**src/source/m6502_config.svh**
```systemverilog
// M6502 core configuration
// Architectural widths and the fixed addresses used by the bus sequencer

`ifndef M6502_CONFIG_SVH
`define M6502_CONFIG_SVH

`define M6502_ADDR_W 16
`define M6502_DATA_W 8

// Low byte of the reset vector, high byte follows at the next address
`define M6502_RESET_VECTOR 16'hFFFC

`define M6502_ZERO_PAGE_HI 8'h00

`endif

```
**src/source/m6502_pkg.sv**
```systemverilog
// M6502 shared types
// Operation and mode encodings plus the records passed between the core blocks

`include "m6502_config.svh"

package m6502_pkg;

   typedef enum logic [4:0] {
      OP_NOP, OP_LDA, OP_LDX, OP_LDY, OP_STA, OP_STX, OP_STY,
      OP_ORA, OP_AND, OP_EOR, OP_ADC, OP_CMP,
      OP_INX, OP_INY, OP_DEX, OP_DEY,
      OP_TAX, OP_TAY, OP_TXA, OP_TYA,
      OP_CLC, OP_SEC, OP_BRANCH, OP_JMP
   } cpu_op_e;

   typedef enum logic [2:0] {
      MODE_SINGLE, MODE_IMM, MODE_ZP, MODE_ABS, MODE_RESET
   } addr_mode_e;

   typedef enum logic [3:0] {
      ALU_PASS, ALU_OR, ALU_AND, ALU_EOR, ALU_ADC,
      ALU_CMP, ALU_INC, ALU_DEC, ALU_SET_C, ALU_CLR_C
   } alu_op_e;

   typedef enum logic [1:0] {
      REG_NONE, REG_A, REG_X, REG_Y
   } reg_sel_e;

   // Same order as opcode bits 6:5
   typedef enum logic [1:0] {
      BR_BCC = 2'b00,
      BR_BCS = 2'b01,
      BR_BNE = 2'b10,
      BR_BEQ = 2'b11
   } branch_cond_e;

   typedef struct packed {
      logic n;
      logic v;
      logic z;
      logic c;
   } flags_t;

   typedef struct packed {
      cpu_op_e      op;
      addr_mode_e   mode;
      reg_sel_e     src;     // ALU operand a or store source
      reg_sel_e     dst;     // Write-back target
      alu_op_e      alu;
      branch_cond_e cond;
      logic         store;
      logic [1:0]   len;     // Bytes, 1 to 3
   } decoded_t;

   typedef struct packed {
      alu_op_e                  op;
      logic [`M6502_DATA_W-1:0] a;
      logic [`M6502_DATA_W-1:0] b;
   } alu_req_t;

   typedef struct packed {
      logic [`M6502_ADDR_W-1:0] addr;
      logic [`M6502_DATA_W-1:0] wdata;
      logic                     rd;
      logic                     wr;
   } bus_req_t;

endpackage

```
**src/source/m6502_alu.sv**
```systemverilog
// M6502 ALU
// Combinational result for logic, add, compare and count operations,
// with the N V Z C flag register updated on valid requests

`timescale 1ns/1ps
`include "m6502_config.svh"

module m6502_alu (
   input  logic                     clk,
   input  logic                     reset_n,
   input  m6502_pkg::alu_req_t      req_i,
   input  logic                     valid_i,
   output logic [`M6502_DATA_W-1:0] result_o,
   output m6502_pkg::flags_t        flags_o
);

   import m6502_pkg::*;

   localparam int MSB = `M6502_DATA_W - 1;

   logic [`M6502_DATA_W:0] wide;     // Result with carry out on top
   logic                   overflow;

   always_comb
   begin
      case (req_i.op)
         ALU_OR:  wide = {1'b0, req_i.a | req_i.b};
         ALU_AND: wide = {1'b0, req_i.a & req_i.b};
         ALU_EOR: wide = {1'b0, req_i.a ^ req_i.b};
         ALU_ADC: wide = {1'b0, req_i.a} + {1'b0, req_i.b} + flags_o.c;
         ALU_CMP: wide = {1'b0, req_i.a} - {1'b0, req_i.b};   // Top bit is borrow
         ALU_INC: wide = {1'b0, req_i.a + 1'b1};
         ALU_DEC: wide = {1'b0, req_i.a - 1'b1};
         default: wide = {1'b0, req_i.a};
      endcase
   end

   assign result_o = wide[MSB:0];

   // Signed overflow when both inputs share a sign the sum does not
   assign overflow = (req_i.a[MSB] == req_i.b[MSB]) && (result_o[MSB] != req_i.a[MSB]);

   always_ff @(posedge clk)
   begin
      if (!reset_n)
         flags_o <= '0;
      else if (valid_i)
      begin
         case (req_i.op)
            ALU_SET_C: flags_o.c <= 1'b1;
            ALU_CLR_C: flags_o.c <= 1'b0;
            default:
            begin
               flags_o.n <= result_o[MSB];
               flags_o.z <= (result_o == '0);
               if (req_i.op == ALU_ADC)
               begin
                  flags_o.c <= wide[`M6502_DATA_W];
                  flags_o.v <= overflow;
               end
               else if (req_i.op == ALU_CMP)
                  flags_o.c <= !wide[`M6502_DATA_W];    // Set when a >= b
            end
         endcase
      end
   end

endmodule

```
**src/source/m6502_bus_unit.sv**
```systemverilog
// M6502 operand sequencer
// Performs the memory reads and writes an addressing mode needs, one access
// per step, and returns the operand byte or the assembled 16-bit target

`timescale 1ns/1ps
`include "m6502_config.svh"

module m6502_bus_unit (
   input  logic                     clk,
   input  logic                     reset_n,
   input  logic                     op_start_i,
   input  m6502_pkg::decoded_t      dec_i,
   input  logic [`M6502_ADDR_W-1:0] pc_i,
   input  logic [`M6502_DATA_W-1:0] store_data_i,
   input  logic                     reset_seq_i,
   input  logic [`M6502_DATA_W-1:0] rd_data_i,
   input  logic                     ready_i,
   output m6502_pkg::bus_req_t      bus_o,
   output logic                     busy_o,
   output logic                     op_done_o,
   output logic [`M6502_DATA_W-1:0] operand_o,
   output logic [`M6502_ADDR_W-1:0] target_o
);

   import m6502_pkg::*;

   localparam logic [`M6502_ADDR_W-1:0] VEC_HI_ADDR = `M6502_RESET_VECTOR + 1'b1;

   typedef enum logic [2:0] {
      STEP_IDLE,
      STEP_VEC_LO,
      STEP_VEC_HI,
      STEP_OPERAND,
      STEP_ABS_HI,
      STEP_ZP_ACCESS
   } step_e;

   step_e                    step;
   step_e                    next_step;
   addr_mode_e               start_mode;
   addr_mode_e               mode_q;
   logic                     store_q;
   logic [`M6502_ADDR_W-1:0] pc_q;
   logic [`M6502_DATA_W-1:0] wdata_q;
   logic [`M6502_DATA_W-1:0] tmp_lo;     // Low byte of target or zero-page address

   assign start_mode = reset_seq_i ? MODE_RESET : dec_i.mode;
   assign busy_o     = (step != STEP_IDLE);

   always_comb
   begin
      bus_o = '0;
      case (step)
         STEP_VEC_LO:
         begin
            bus_o.addr = `M6502_RESET_VECTOR;
            bus_o.rd   = 1'b1;
         end
         STEP_VEC_HI:
         begin
            bus_o.addr = VEC_HI_ADDR;
            bus_o.rd   = 1'b1;
         end
         STEP_OPERAND:
         begin
            bus_o.addr = pc_q + 1'b1;
            bus_o.rd   = 1'b1;
         end
         STEP_ABS_HI:
         begin
            bus_o.addr = pc_q + 2'd2;
            bus_o.rd   = 1'b1;
         end
         STEP_ZP_ACCESS:
         begin
            bus_o.addr  = {`M6502_ZERO_PAGE_HI, tmp_lo};
            bus_o.wdata = wdata_q;
            bus_o.rd    = !store_q;
            bus_o.wr    = store_q;
         end
         default: ;
      endcase
   end

   always_comb
   begin
      case (step)
         STEP_VEC_LO:  next_step = STEP_VEC_HI;
         STEP_OPERAND: next_step = (mode_q == MODE_ABS) ? STEP_ABS_HI :
                                   (mode_q == MODE_ZP)  ? STEP_ZP_ACCESS : STEP_IDLE;
         default:      next_step = STEP_IDLE;
      endcase
   end

   always_ff @(posedge clk)
   begin
      if (!reset_n)
      begin
         step      <= STEP_IDLE;
         op_done_o <= 1'b0;
      end
      else
      begin
         op_done_o <= 1'b0;
         if (op_start_i)
         begin
            case (start_mode)
               MODE_RESET:  step <= STEP_VEC_LO;
               MODE_SINGLE: op_done_o <= 1'b1;     // Nothing to fetch
               default:     step <= STEP_OPERAND;
            endcase
         end
         else if (ready_i && busy_o)
         begin
            step      <= next_step;
            op_done_o <= (next_step == STEP_IDLE);
         end
      end
   end

   always_ff @(posedge clk)
   begin
      if (op_start_i)
      begin
         mode_q  <= start_mode;
         store_q <= dec_i.store;
         pc_q    <= pc_i;
         wdata_q <= store_data_i;
      end
      if (ready_i)
      begin
         case (step)
            STEP_VEC_LO:
               tmp_lo <= rd_data_i;
            STEP_OPERAND:
            begin
               tmp_lo    <= rd_data_i;
               operand_o <= rd_data_i;
            end
            STEP_VEC_HI, STEP_ABS_HI:
               target_o <= {rd_data_i, tmp_lo};
            STEP_ZP_ACCESS:
               if (!store_q)
                  operand_o <= rd_data_i;
            default: ;
         endcase
      end
   end

endmodule

```
**src/source/m6502_control.sv**
```systemverilog
// M6502 control
// Fetch/execute FSM with the pc, instruction and A/X/Y registers.
// Retires each instruction from the sequencer result and owns the bus for fetches

`timescale 1ns/1ps
`include "m6502_config.svh"

module m6502_control (
   input  logic                     clk,
   input  logic                     reset_n,
   output logic [`M6502_DATA_W-1:0] instr_o,
   input  m6502_pkg::decoded_t      dec_i,
   output logic                     op_start_o,
   output logic [`M6502_ADDR_W-1:0] pc_o,
   output logic [`M6502_DATA_W-1:0] store_data_o,
   output logic                     reset_seq_o,
   input  logic                     op_done_i,
   input  logic [`M6502_DATA_W-1:0] operand_i,
   input  logic [`M6502_ADDR_W-1:0] target_i,
   input  logic                     unit_busy_i,
   input  m6502_pkg::bus_req_t      unit_bus_i,
   output m6502_pkg::alu_req_t      alu_req_o,
   output logic                     alu_valid_o,
   input  logic [`M6502_DATA_W-1:0] alu_result_i,
   input  m6502_pkg::flags_t        flags_i,
   input  logic [`M6502_DATA_W-1:0] rd_data_i,
   input  logic                     ready_i,
   output m6502_pkg::bus_req_t      bus_o
);

   import m6502_pkg::*;

   typedef enum logic [2:0] {
      S_WAIT,
      S_RESET,
      S_FETCH,
      S_EXECUTE,
      S_EXEC_WAIT
   } ctrl_state_e;

   ctrl_state_e              state;
   logic [`M6502_ADDR_W-1:0] pc;
   logic [`M6502_DATA_W-1:0] ir;
   logic [`M6502_DATA_W-1:0] reg_a;
   logic [`M6502_DATA_W-1:0] reg_x;
   logic [`M6502_DATA_W-1:0] reg_y;
   logic                     reset_pending;     // Vector load in flight
   logic                     retire;
   logic                     taken;
   logic [`M6502_DATA_W-1:0] src_val;
   logic [`M6502_ADDR_W-1:0] branch_off;
   bus_req_t                 fetch_req;

   assign retire = (state == S_EXEC_WAIT) && op_done_i;

   always_comb
   begin
      case (dec_i.src)
         REG_A:   src_val = reg_a;
         REG_X:   src_val = reg_x;
         REG_Y:   src_val = reg_y;
         default: src_val = operand_i;     // Loads pass the fetched byte
      endcase
   end

   always_comb
   begin
      case (dec_i.cond)
         BR_BCC: taken = !flags_i.c;
         BR_BCS: taken = flags_i.c;
         BR_BNE: taken = !flags_i.z;
         BR_BEQ: taken = flags_i.z;
      endcase
   end

   assign branch_off = {{(`M6502_ADDR_W - `M6502_DATA_W){operand_i[`M6502_DATA_W-1]}},
                        operand_i};

   assign alu_req_o   = '{op: dec_i.alu, a: src_val, b: operand_i};
   assign alu_valid_o = retire && !reset_pending &&
                        (dec_i.dst != REG_NONE || dec_i.alu inside {ALU_CMP, ALU_SET_C, ALU_CLR_C});

   always_comb
   begin
      fetch_req      = '0;
      fetch_req.addr = pc;
      fetch_req.rd   = (state == S_FETCH);
   end

   assign bus_o = unit_busy_i ? unit_bus_i : fetch_req;

   assign instr_o      = ir;
   assign pc_o         = pc;
   assign store_data_o = src_val;
   assign op_start_o   = (state == S_EXECUTE) || (state == S_RESET);
   assign reset_seq_o  = (state == S_RESET);

   always_ff @(posedge clk)
   begin
      if (!reset_n)
      begin
         state         <= S_WAIT;
         reset_pending <= 1'b0;
         pc            <= '0;
         reg_a         <= '0;
         reg_x         <= '0;
         reg_y         <= '0;
      end
      else
      begin
         case (state)
            S_WAIT:
               state <= S_RESET;
            S_RESET:
            begin
               reset_pending <= 1'b1;
               state         <= S_EXEC_WAIT;
            end
            S_FETCH:
               if (ready_i)
               begin
                  ir    <= rd_data_i;
                  state <= S_EXECUTE;
               end
            S_EXECUTE:
               state <= S_EXEC_WAIT;     // Decode settles, sequencer starts
            S_EXEC_WAIT:
               if (op_done_i)
               begin
                  state         <= S_FETCH;
                  reset_pending <= 1'b0;
                  if (reset_pending || dec_i.op == OP_JMP)
                     pc <= target_i;
                  else if (dec_i.op == OP_BRANCH && taken)
                     pc <= pc + dec_i.len + branch_off;
                  else
                     pc <= pc + dec_i.len;
                  if (!reset_pending)
                  begin
                     case (dec_i.dst)
                        REG_A:   reg_a <= alu_result_i;
                        REG_X:   reg_x <= alu_result_i;
                        REG_Y:   reg_y <= alu_result_i;
                        default: ;
                     endcase
                  end
               end
            default:
               state <= S_WAIT;
         endcase
      end
   end

endmodule

```
**src/source/m6502_decoder.sv**
```systemverilog
// M6502 opcode decoder
// Splits the opcode into aaabbbcc fields and builds the decoded instruction record.
// Opcodes outside the supported set come out as a one-byte NOP

`timescale 1ns/1ps
`include "m6502_config.svh"

module m6502_decoder (
   input  logic [`M6502_DATA_W-1:0] instr_i,
   output m6502_pkg::decoded_t      dec_o
);

   import m6502_pkg::*;

   logic [2:0] aaa;
   logic [2:0] bbb;
   logic [1:0] cc;
   cpu_op_e    op;

   assign aaa = instr_i[7:5];
   assign bbb = instr_i[4:2];
   assign cc  = instr_i[1:0];

   always_comb
   begin
      op = OP_NOP;
      case (cc)
         2'b01:
            // Group one, zero page and immediate only, no SBC, no STA #imm
            if (aaa != 3'b111 && (bbb == 3'b001 || (bbb == 3'b010 && aaa != 3'b100)))
            begin
               case (aaa)
                  3'b000:  op = OP_ORA;
                  3'b001:  op = OP_AND;
                  3'b010:  op = OP_EOR;
                  3'b011:  op = OP_ADC;
                  3'b100:  op = OP_STA;
                  3'b101:  op = OP_LDA;
                  default: op = OP_CMP;
               endcase
            end
         2'b10:
            case ({aaa, bbb})
               6'b100_001: op = OP_STX;
               6'b100_010: op = OP_TXA;
               6'b101_000: op = OP_LDX;
               6'b101_001: op = OP_LDX;
               6'b101_010: op = OP_TAX;
               6'b110_010: op = OP_DEX;
               default:    op = OP_NOP;
            endcase
         2'b00:
            if (bbb == 3'b100 && aaa[2])
               op = OP_BRANCH;     // Only the C and Z branches
            else
            begin
               case ({aaa, bbb})
                  6'b000_110: op = OP_CLC;
                  6'b001_110: op = OP_SEC;
                  6'b100_110: op = OP_TYA;
                  6'b010_011: op = OP_JMP;
                  6'b100_001: op = OP_STY;
                  6'b100_010: op = OP_DEY;
                  6'b101_000: op = OP_LDY;
                  6'b101_001: op = OP_LDY;
                  6'b101_010: op = OP_TAY;
                  6'b110_010: op = OP_INY;
                  6'b111_010: op = OP_INX;
                  default:    op = OP_NOP;
               endcase
            end
         default:
            op = OP_NOP;
      endcase
   end

   always_comb
   begin
      dec_o.op    = op;
      dec_o.cond  = branch_cond_e'(aaa[1:0]);
      dec_o.store = (op inside {OP_STA, OP_STX, OP_STY});

      case (op)
         OP_LDA, OP_LDX, OP_LDY, OP_STA, OP_STX, OP_STY,
         OP_ORA, OP_AND, OP_EOR, OP_ADC, OP_CMP:
            dec_o.mode = bbb[0] ? MODE_ZP : MODE_IMM;
         OP_BRANCH: dec_o.mode = MODE_IMM;
         OP_JMP:    dec_o.mode = MODE_ABS;
         default:   dec_o.mode = MODE_SINGLE;
      endcase

      case (op)
         OP_STA, OP_ORA, OP_AND, OP_EOR, OP_ADC, OP_CMP, OP_TAX, OP_TAY:
            dec_o.src = REG_A;
         OP_STX, OP_INX, OP_DEX, OP_TXA: dec_o.src = REG_X;
         OP_STY, OP_INY, OP_DEY, OP_TYA: dec_o.src = REG_Y;
         default:                        dec_o.src = REG_NONE;
      endcase

      case (op)
         OP_LDA, OP_ORA, OP_AND, OP_EOR, OP_ADC, OP_TXA, OP_TYA:
            dec_o.dst = REG_A;
         OP_LDX, OP_TAX, OP_INX, OP_DEX: dec_o.dst = REG_X;
         OP_LDY, OP_TAY, OP_INY, OP_DEY: dec_o.dst = REG_Y;
         default:                        dec_o.dst = REG_NONE;
      endcase

      case (op)
         OP_ORA:         dec_o.alu = ALU_OR;
         OP_AND:         dec_o.alu = ALU_AND;
         OP_EOR:         dec_o.alu = ALU_EOR;
         OP_ADC:         dec_o.alu = ALU_ADC;
         OP_CMP:         dec_o.alu = ALU_CMP;
         OP_INX, OP_INY: dec_o.alu = ALU_INC;
         OP_DEX, OP_DEY: dec_o.alu = ALU_DEC;
         OP_SEC:         dec_o.alu = ALU_SET_C;
         OP_CLC:         dec_o.alu = ALU_CLR_C;
         default:        dec_o.alu = ALU_PASS;
      endcase

      case (dec_o.mode)
         MODE_IMM, MODE_ZP: dec_o.len = 2'd2;
         MODE_ABS:          dec_o.len = 2'd3;
         default:           dec_o.len = 2'd1;
      endcase
   end

endmodule

```
**src/source/m6502_top.sv**
```systemverilog
// M6502 core top level
// Connects control, decoder, operand sequencer and ALU to the byte-wide memory port

`timescale 1ns/1ps
`include "m6502_config.svh"

module m6502_top (
   input  logic                     clk,
   input  logic                     reset_n,
   output m6502_pkg::bus_req_t      bus_o,
   input  logic [`M6502_DATA_W-1:0] rd_data_i,
   input  logic                     ready_i
);

   import m6502_pkg::*;

   logic [`M6502_DATA_W-1:0] instr;
   decoded_t                 dec;
   logic                     op_start;
   logic [`M6502_ADDR_W-1:0] pc;
   logic [`M6502_DATA_W-1:0] store_data;
   logic                     reset_seq;
   logic                     op_done;
   logic [`M6502_DATA_W-1:0] operand;
   logic [`M6502_ADDR_W-1:0] target;
   logic                     unit_busy;
   bus_req_t                 unit_bus;
   alu_req_t                 alu_req;
   logic                     alu_valid;
   logic [`M6502_DATA_W-1:0] alu_result;
   flags_t                   flags;

   m6502_control u_control (
      .clk          (clk),
      .reset_n      (reset_n),
      .instr_o      (instr),
      .dec_i        (dec),
      .op_start_o   (op_start),
      .pc_o         (pc),
      .store_data_o (store_data),
      .reset_seq_o  (reset_seq),
      .op_done_i    (op_done),
      .operand_i    (operand),
      .target_i     (target),
      .unit_busy_i  (unit_busy),
      .unit_bus_i   (unit_bus),
      .alu_req_o    (alu_req),
      .alu_valid_o  (alu_valid),
      .alu_result_i (alu_result),
      .flags_i      (flags),
      .rd_data_i    (rd_data_i),
      .ready_i      (ready_i),
      .bus_o        (bus_o)
   );

   m6502_decoder u_decoder (
      .instr_i (instr),
      .dec_o   (dec)
   );

   m6502_bus_unit u_bus_unit (
      .clk          (clk),
      .reset_n      (reset_n),
      .op_start_i   (op_start),
      .dec_i        (dec),
      .pc_i         (pc),
      .store_data_i (store_data),
      .reset_seq_i  (reset_seq),
      .rd_data_i    (rd_data_i),
      .ready_i      (ready_i),
      .bus_o        (unit_bus),
      .busy_o       (unit_busy),
      .op_done_o    (op_done),
      .operand_o    (operand),
      .target_o     (target)
   );

   m6502_alu u_alu (
      .clk      (clk),
      .reset_n  (reset_n),
      .req_i    (alu_req),
      .valid_i  (alu_valid),
      .result_o (alu_result),
      .flags_o  (flags)
   );

endmodule

```
**config.mk**
```make
export PLATFORM = sky130hd
export DESIGN_NAME = m6502_top
export DESIGN_NICKNAME = d
export VERILOG_FILES = /design/src/source/m6502_pkg.sv /design/src/source/m6502_alu.sv /design/src/source/m6502_bus_unit.sv /design/src/source/m6502_control.sv /design/src/source/m6502_decoder.sv /design/src/source/m6502_top.sv
export VERILOG_INCLUDE_DIRS = /design/src /design/src/source
export SDC_FILE = /design/constraint.sdc
export NUM_CORES = 1
export LEC_CHECK = 0
export ABC_AREA = 1
export ABC_CLOCK_PERIOD_IN_PS = 9600
export CAP_MARGIN = 0
export CORE_MARGIN = 2
export CORE_UTILIZATION = 64
export CTS_CLUSTER_SIZE = 20
export DETAILED_ROUTE_END_ITERATION = 10
export DONT_BUFFER_PORTS = 1
export PLACE_DENSITY = 0.8
export SETUP_SLACK_MARGIN = 0.05
export SLEW_MARGIN = 25
export SYNTH_ARGS = -nofsm -noshare
export SYNTH_HDL_FRONTEND = slang
export SYNTH_HIERARCHICAL = 1
export SYNTH_SLANG_ARGS = --single-unit
```
**constraint.sdc**
```tcl
create_clock -name clk -period 9.6 [get_ports clk]
set_input_delay 0.48 -clock clk [delete_from_list [all_inputs] [get_ports clk]]
set_output_delay 0.48 -clock clk [all_outputs]
set_load 0.005 [all_outputs]
```
==> run metrics <==
Final setup viols 0; PostCTS Resize Cnt 0; PwrDens about 140 nW/um^2; Initial Util 0.657; wire per inst ~17 microns; CTS sink count about 120; first-pass GRT wire length 43.8 mm; Layout Nets about 1500; clk buf depth 2; vias in the first global route ~8400; HPWL after detailed placement about 21 mm; final worst setup slack 3.74 ns; Worst Path Required a little under 10 ns; Largest stage delay, worst path 0.53 ns; critical path arrival just over 6 ns; Final Critical Period about 6 ns; Die ar. between 15000 and 20000 sq um; drt first pass iters 6; r2r setup slk roughly 3.7 ns; Worst VDD drop 0.151 mV; Fill cells 1326; outcome finished clean; CTS tree done; largest net degree at the start of global routing 41; Yosys warning total 6; Net Count, Synth approximately 1500; Ports 37; vias per inst a little under 6; Clock transition at path regs 0.06 ns; CP endpoint kind flop; area delta synth->final 5.23%; Die Y 129 microns; Slew Viols, Final 0; FP Rows 45; Syn Std Cell Area roughly 10000 sq um; Leakage 4.94 nW; setup bufs post-CTS 0; Syn Inst Count around 1500; crit path max fanout 11; clk_skew 0.00934 ns; routability cong. roughly 0.97; vias post-DR ~9700; total core area 15300 sq um; share of cells above drive strength 1 0.0969; period utilization 0.610; total CTS buffers 17; worst-skew pair later-pin latency roughly 0.42 ns; syn_area_per_cell 6.86 sq um; CP most frequent cell nand2_1; slowest cell on the critical path edfxtp_1; post-route ant nets 0; Hold Path Class in2reg; Ant. Diodes 0; clk root buf clkbuf_16; initial antenna violation count 0; drt drc 0; Total Neg Setup Slack 0 ns; grt total ovfl 0; die width approximately 130 microns; max cap viols 0; Critical Setup Path Class reg2reg; Setup WS pre-CTS between 3 and 4 ns; routed wire length between 20 and 30 mm; RSZ-0062 raised after global routing false; Fmax around 170 MHz; GRT Resource Usage Total 0.336; Final Hold Viols 0; Post-CTS Hold Fix Bufs 0; # H-tree levels 4; Worst-Margin Slew ~1 ns; 1st-iter DRT viols 1058; crit start category flop; Port Buffers 0; slew margin rel. 0.314
## cells in the final DEF, fill, tap and decap left out, types with 14 or more instances in the layout
cell type and n:
a21oi_1 95, clkbuf_16 17, dfxtp_1 50, edfxtp_1 68
ha_1 60, inv_1 178, inv_2 18, nand2_1 349
nand2_2 23, nand3_1 130, nand4_1 34, nor2_1 176
nor2_2 14, o21ai_0 78
## layer usage
metal / track usage / vias up / part of all wire
li1: - / 4717 / -
met1: 0.510 / 4438 / 0.46
met2: 0.491 / 526 / 0.42
met3: 0.0768 / 36 / 0.11
met4: 0.0671 / 0 / 0.012
met5: 0 / - / 0
## area by class of cell
cell class	count	area, sq um	share of cell area
inverter	200	756	0.0716
timing repair buffer	3	22.5	0.00214
multi-input combinational	1092	5880	0.558
clock buffer	17	425	0.0403
clock inverter	15	156	0.0148
sequential	118	3040	0.288
tap	211	264	0.0250
## path summary, 6_finish.rpt
kind	startpoint	endpoint	cells past startpoint
min reg2reg	u_bus_unit/tmp_lo[3]$_DFFE_PP_	u_bus_unit/target_o[3]$_DFFE_PP_	0
min	rd_data_i[0]	u_control/instr_o[0]$_DFFE_PP_	0
max reg2reg	u_control/instr_o[5]$_DFFE_PP_	u_control/pc_o[15]$_SDFFE_PN0P_	38
max	u_control/instr_o[5]$_DFFE_PP_	u_control/pc_o[15]$_SDFFE_PN0P_	38
## worst max-delay path: cells and delay by family, from the launching register on
family	cells	cell delay, ns
adder cells (fa/ha/maj)	5	1.47
XOR/XNOR	1	0.22
AND/OR/NAND/NOR	22	2.46
flip-flops	1	0.53
AO/OA/AOI/OAI	3	0.32
buffers and inverters	7	0.70
## power breakdown
part	switching (mW)	leakage [nW]	total (mW)	internal [mW]
logic	0.176	3.61	0.252	0.0759
registers	0.0374	1.03	0.619	0.581
clock network	0.258	0.292	0.626	0.368
total	0.471	4.94	1.50	1.03
## registers in the layout, indices dropped and copies added (netlist names)
name	count
u_control/pc_o	16
u_control/reset_pending	1
u_control/state	3
u_bus_unit/tmp_lo	8
u_bus_unit/target_o	16
u_bus_unit/operand_o	8
u_bus_unit/mode_q	3
u_bus_unit/store_q	1
u_control/reg_x	8
u_bus_unit/step	3
u_bus_unit/op_done_o	1
u_control/reg_y	8
u_bus_unit/wdata_q	8
u_control/instr_o	8
u_control/reg_a	8
u_bus_unit/pc_q	16
u_alu/flags_o	2
## per-stage QoR
step	total power [mW]	hold WS [ns]	std cells	utilization	cell area, sq um
final	1.50	0.155	1656	0.691	10500
after global routing	1.56	0.136	1656	0.691	10500
after CTS	1.50	0.143	1656	0.691	10500
after detailed placement	0.873	0.445	1624	0.653	9970
after global placement	0.866	0.450	1624	0.653	9960
after floorplan	0.810	0.403	1461	-	10000
No activity file was read; power rests on OpenSTA's default activity.
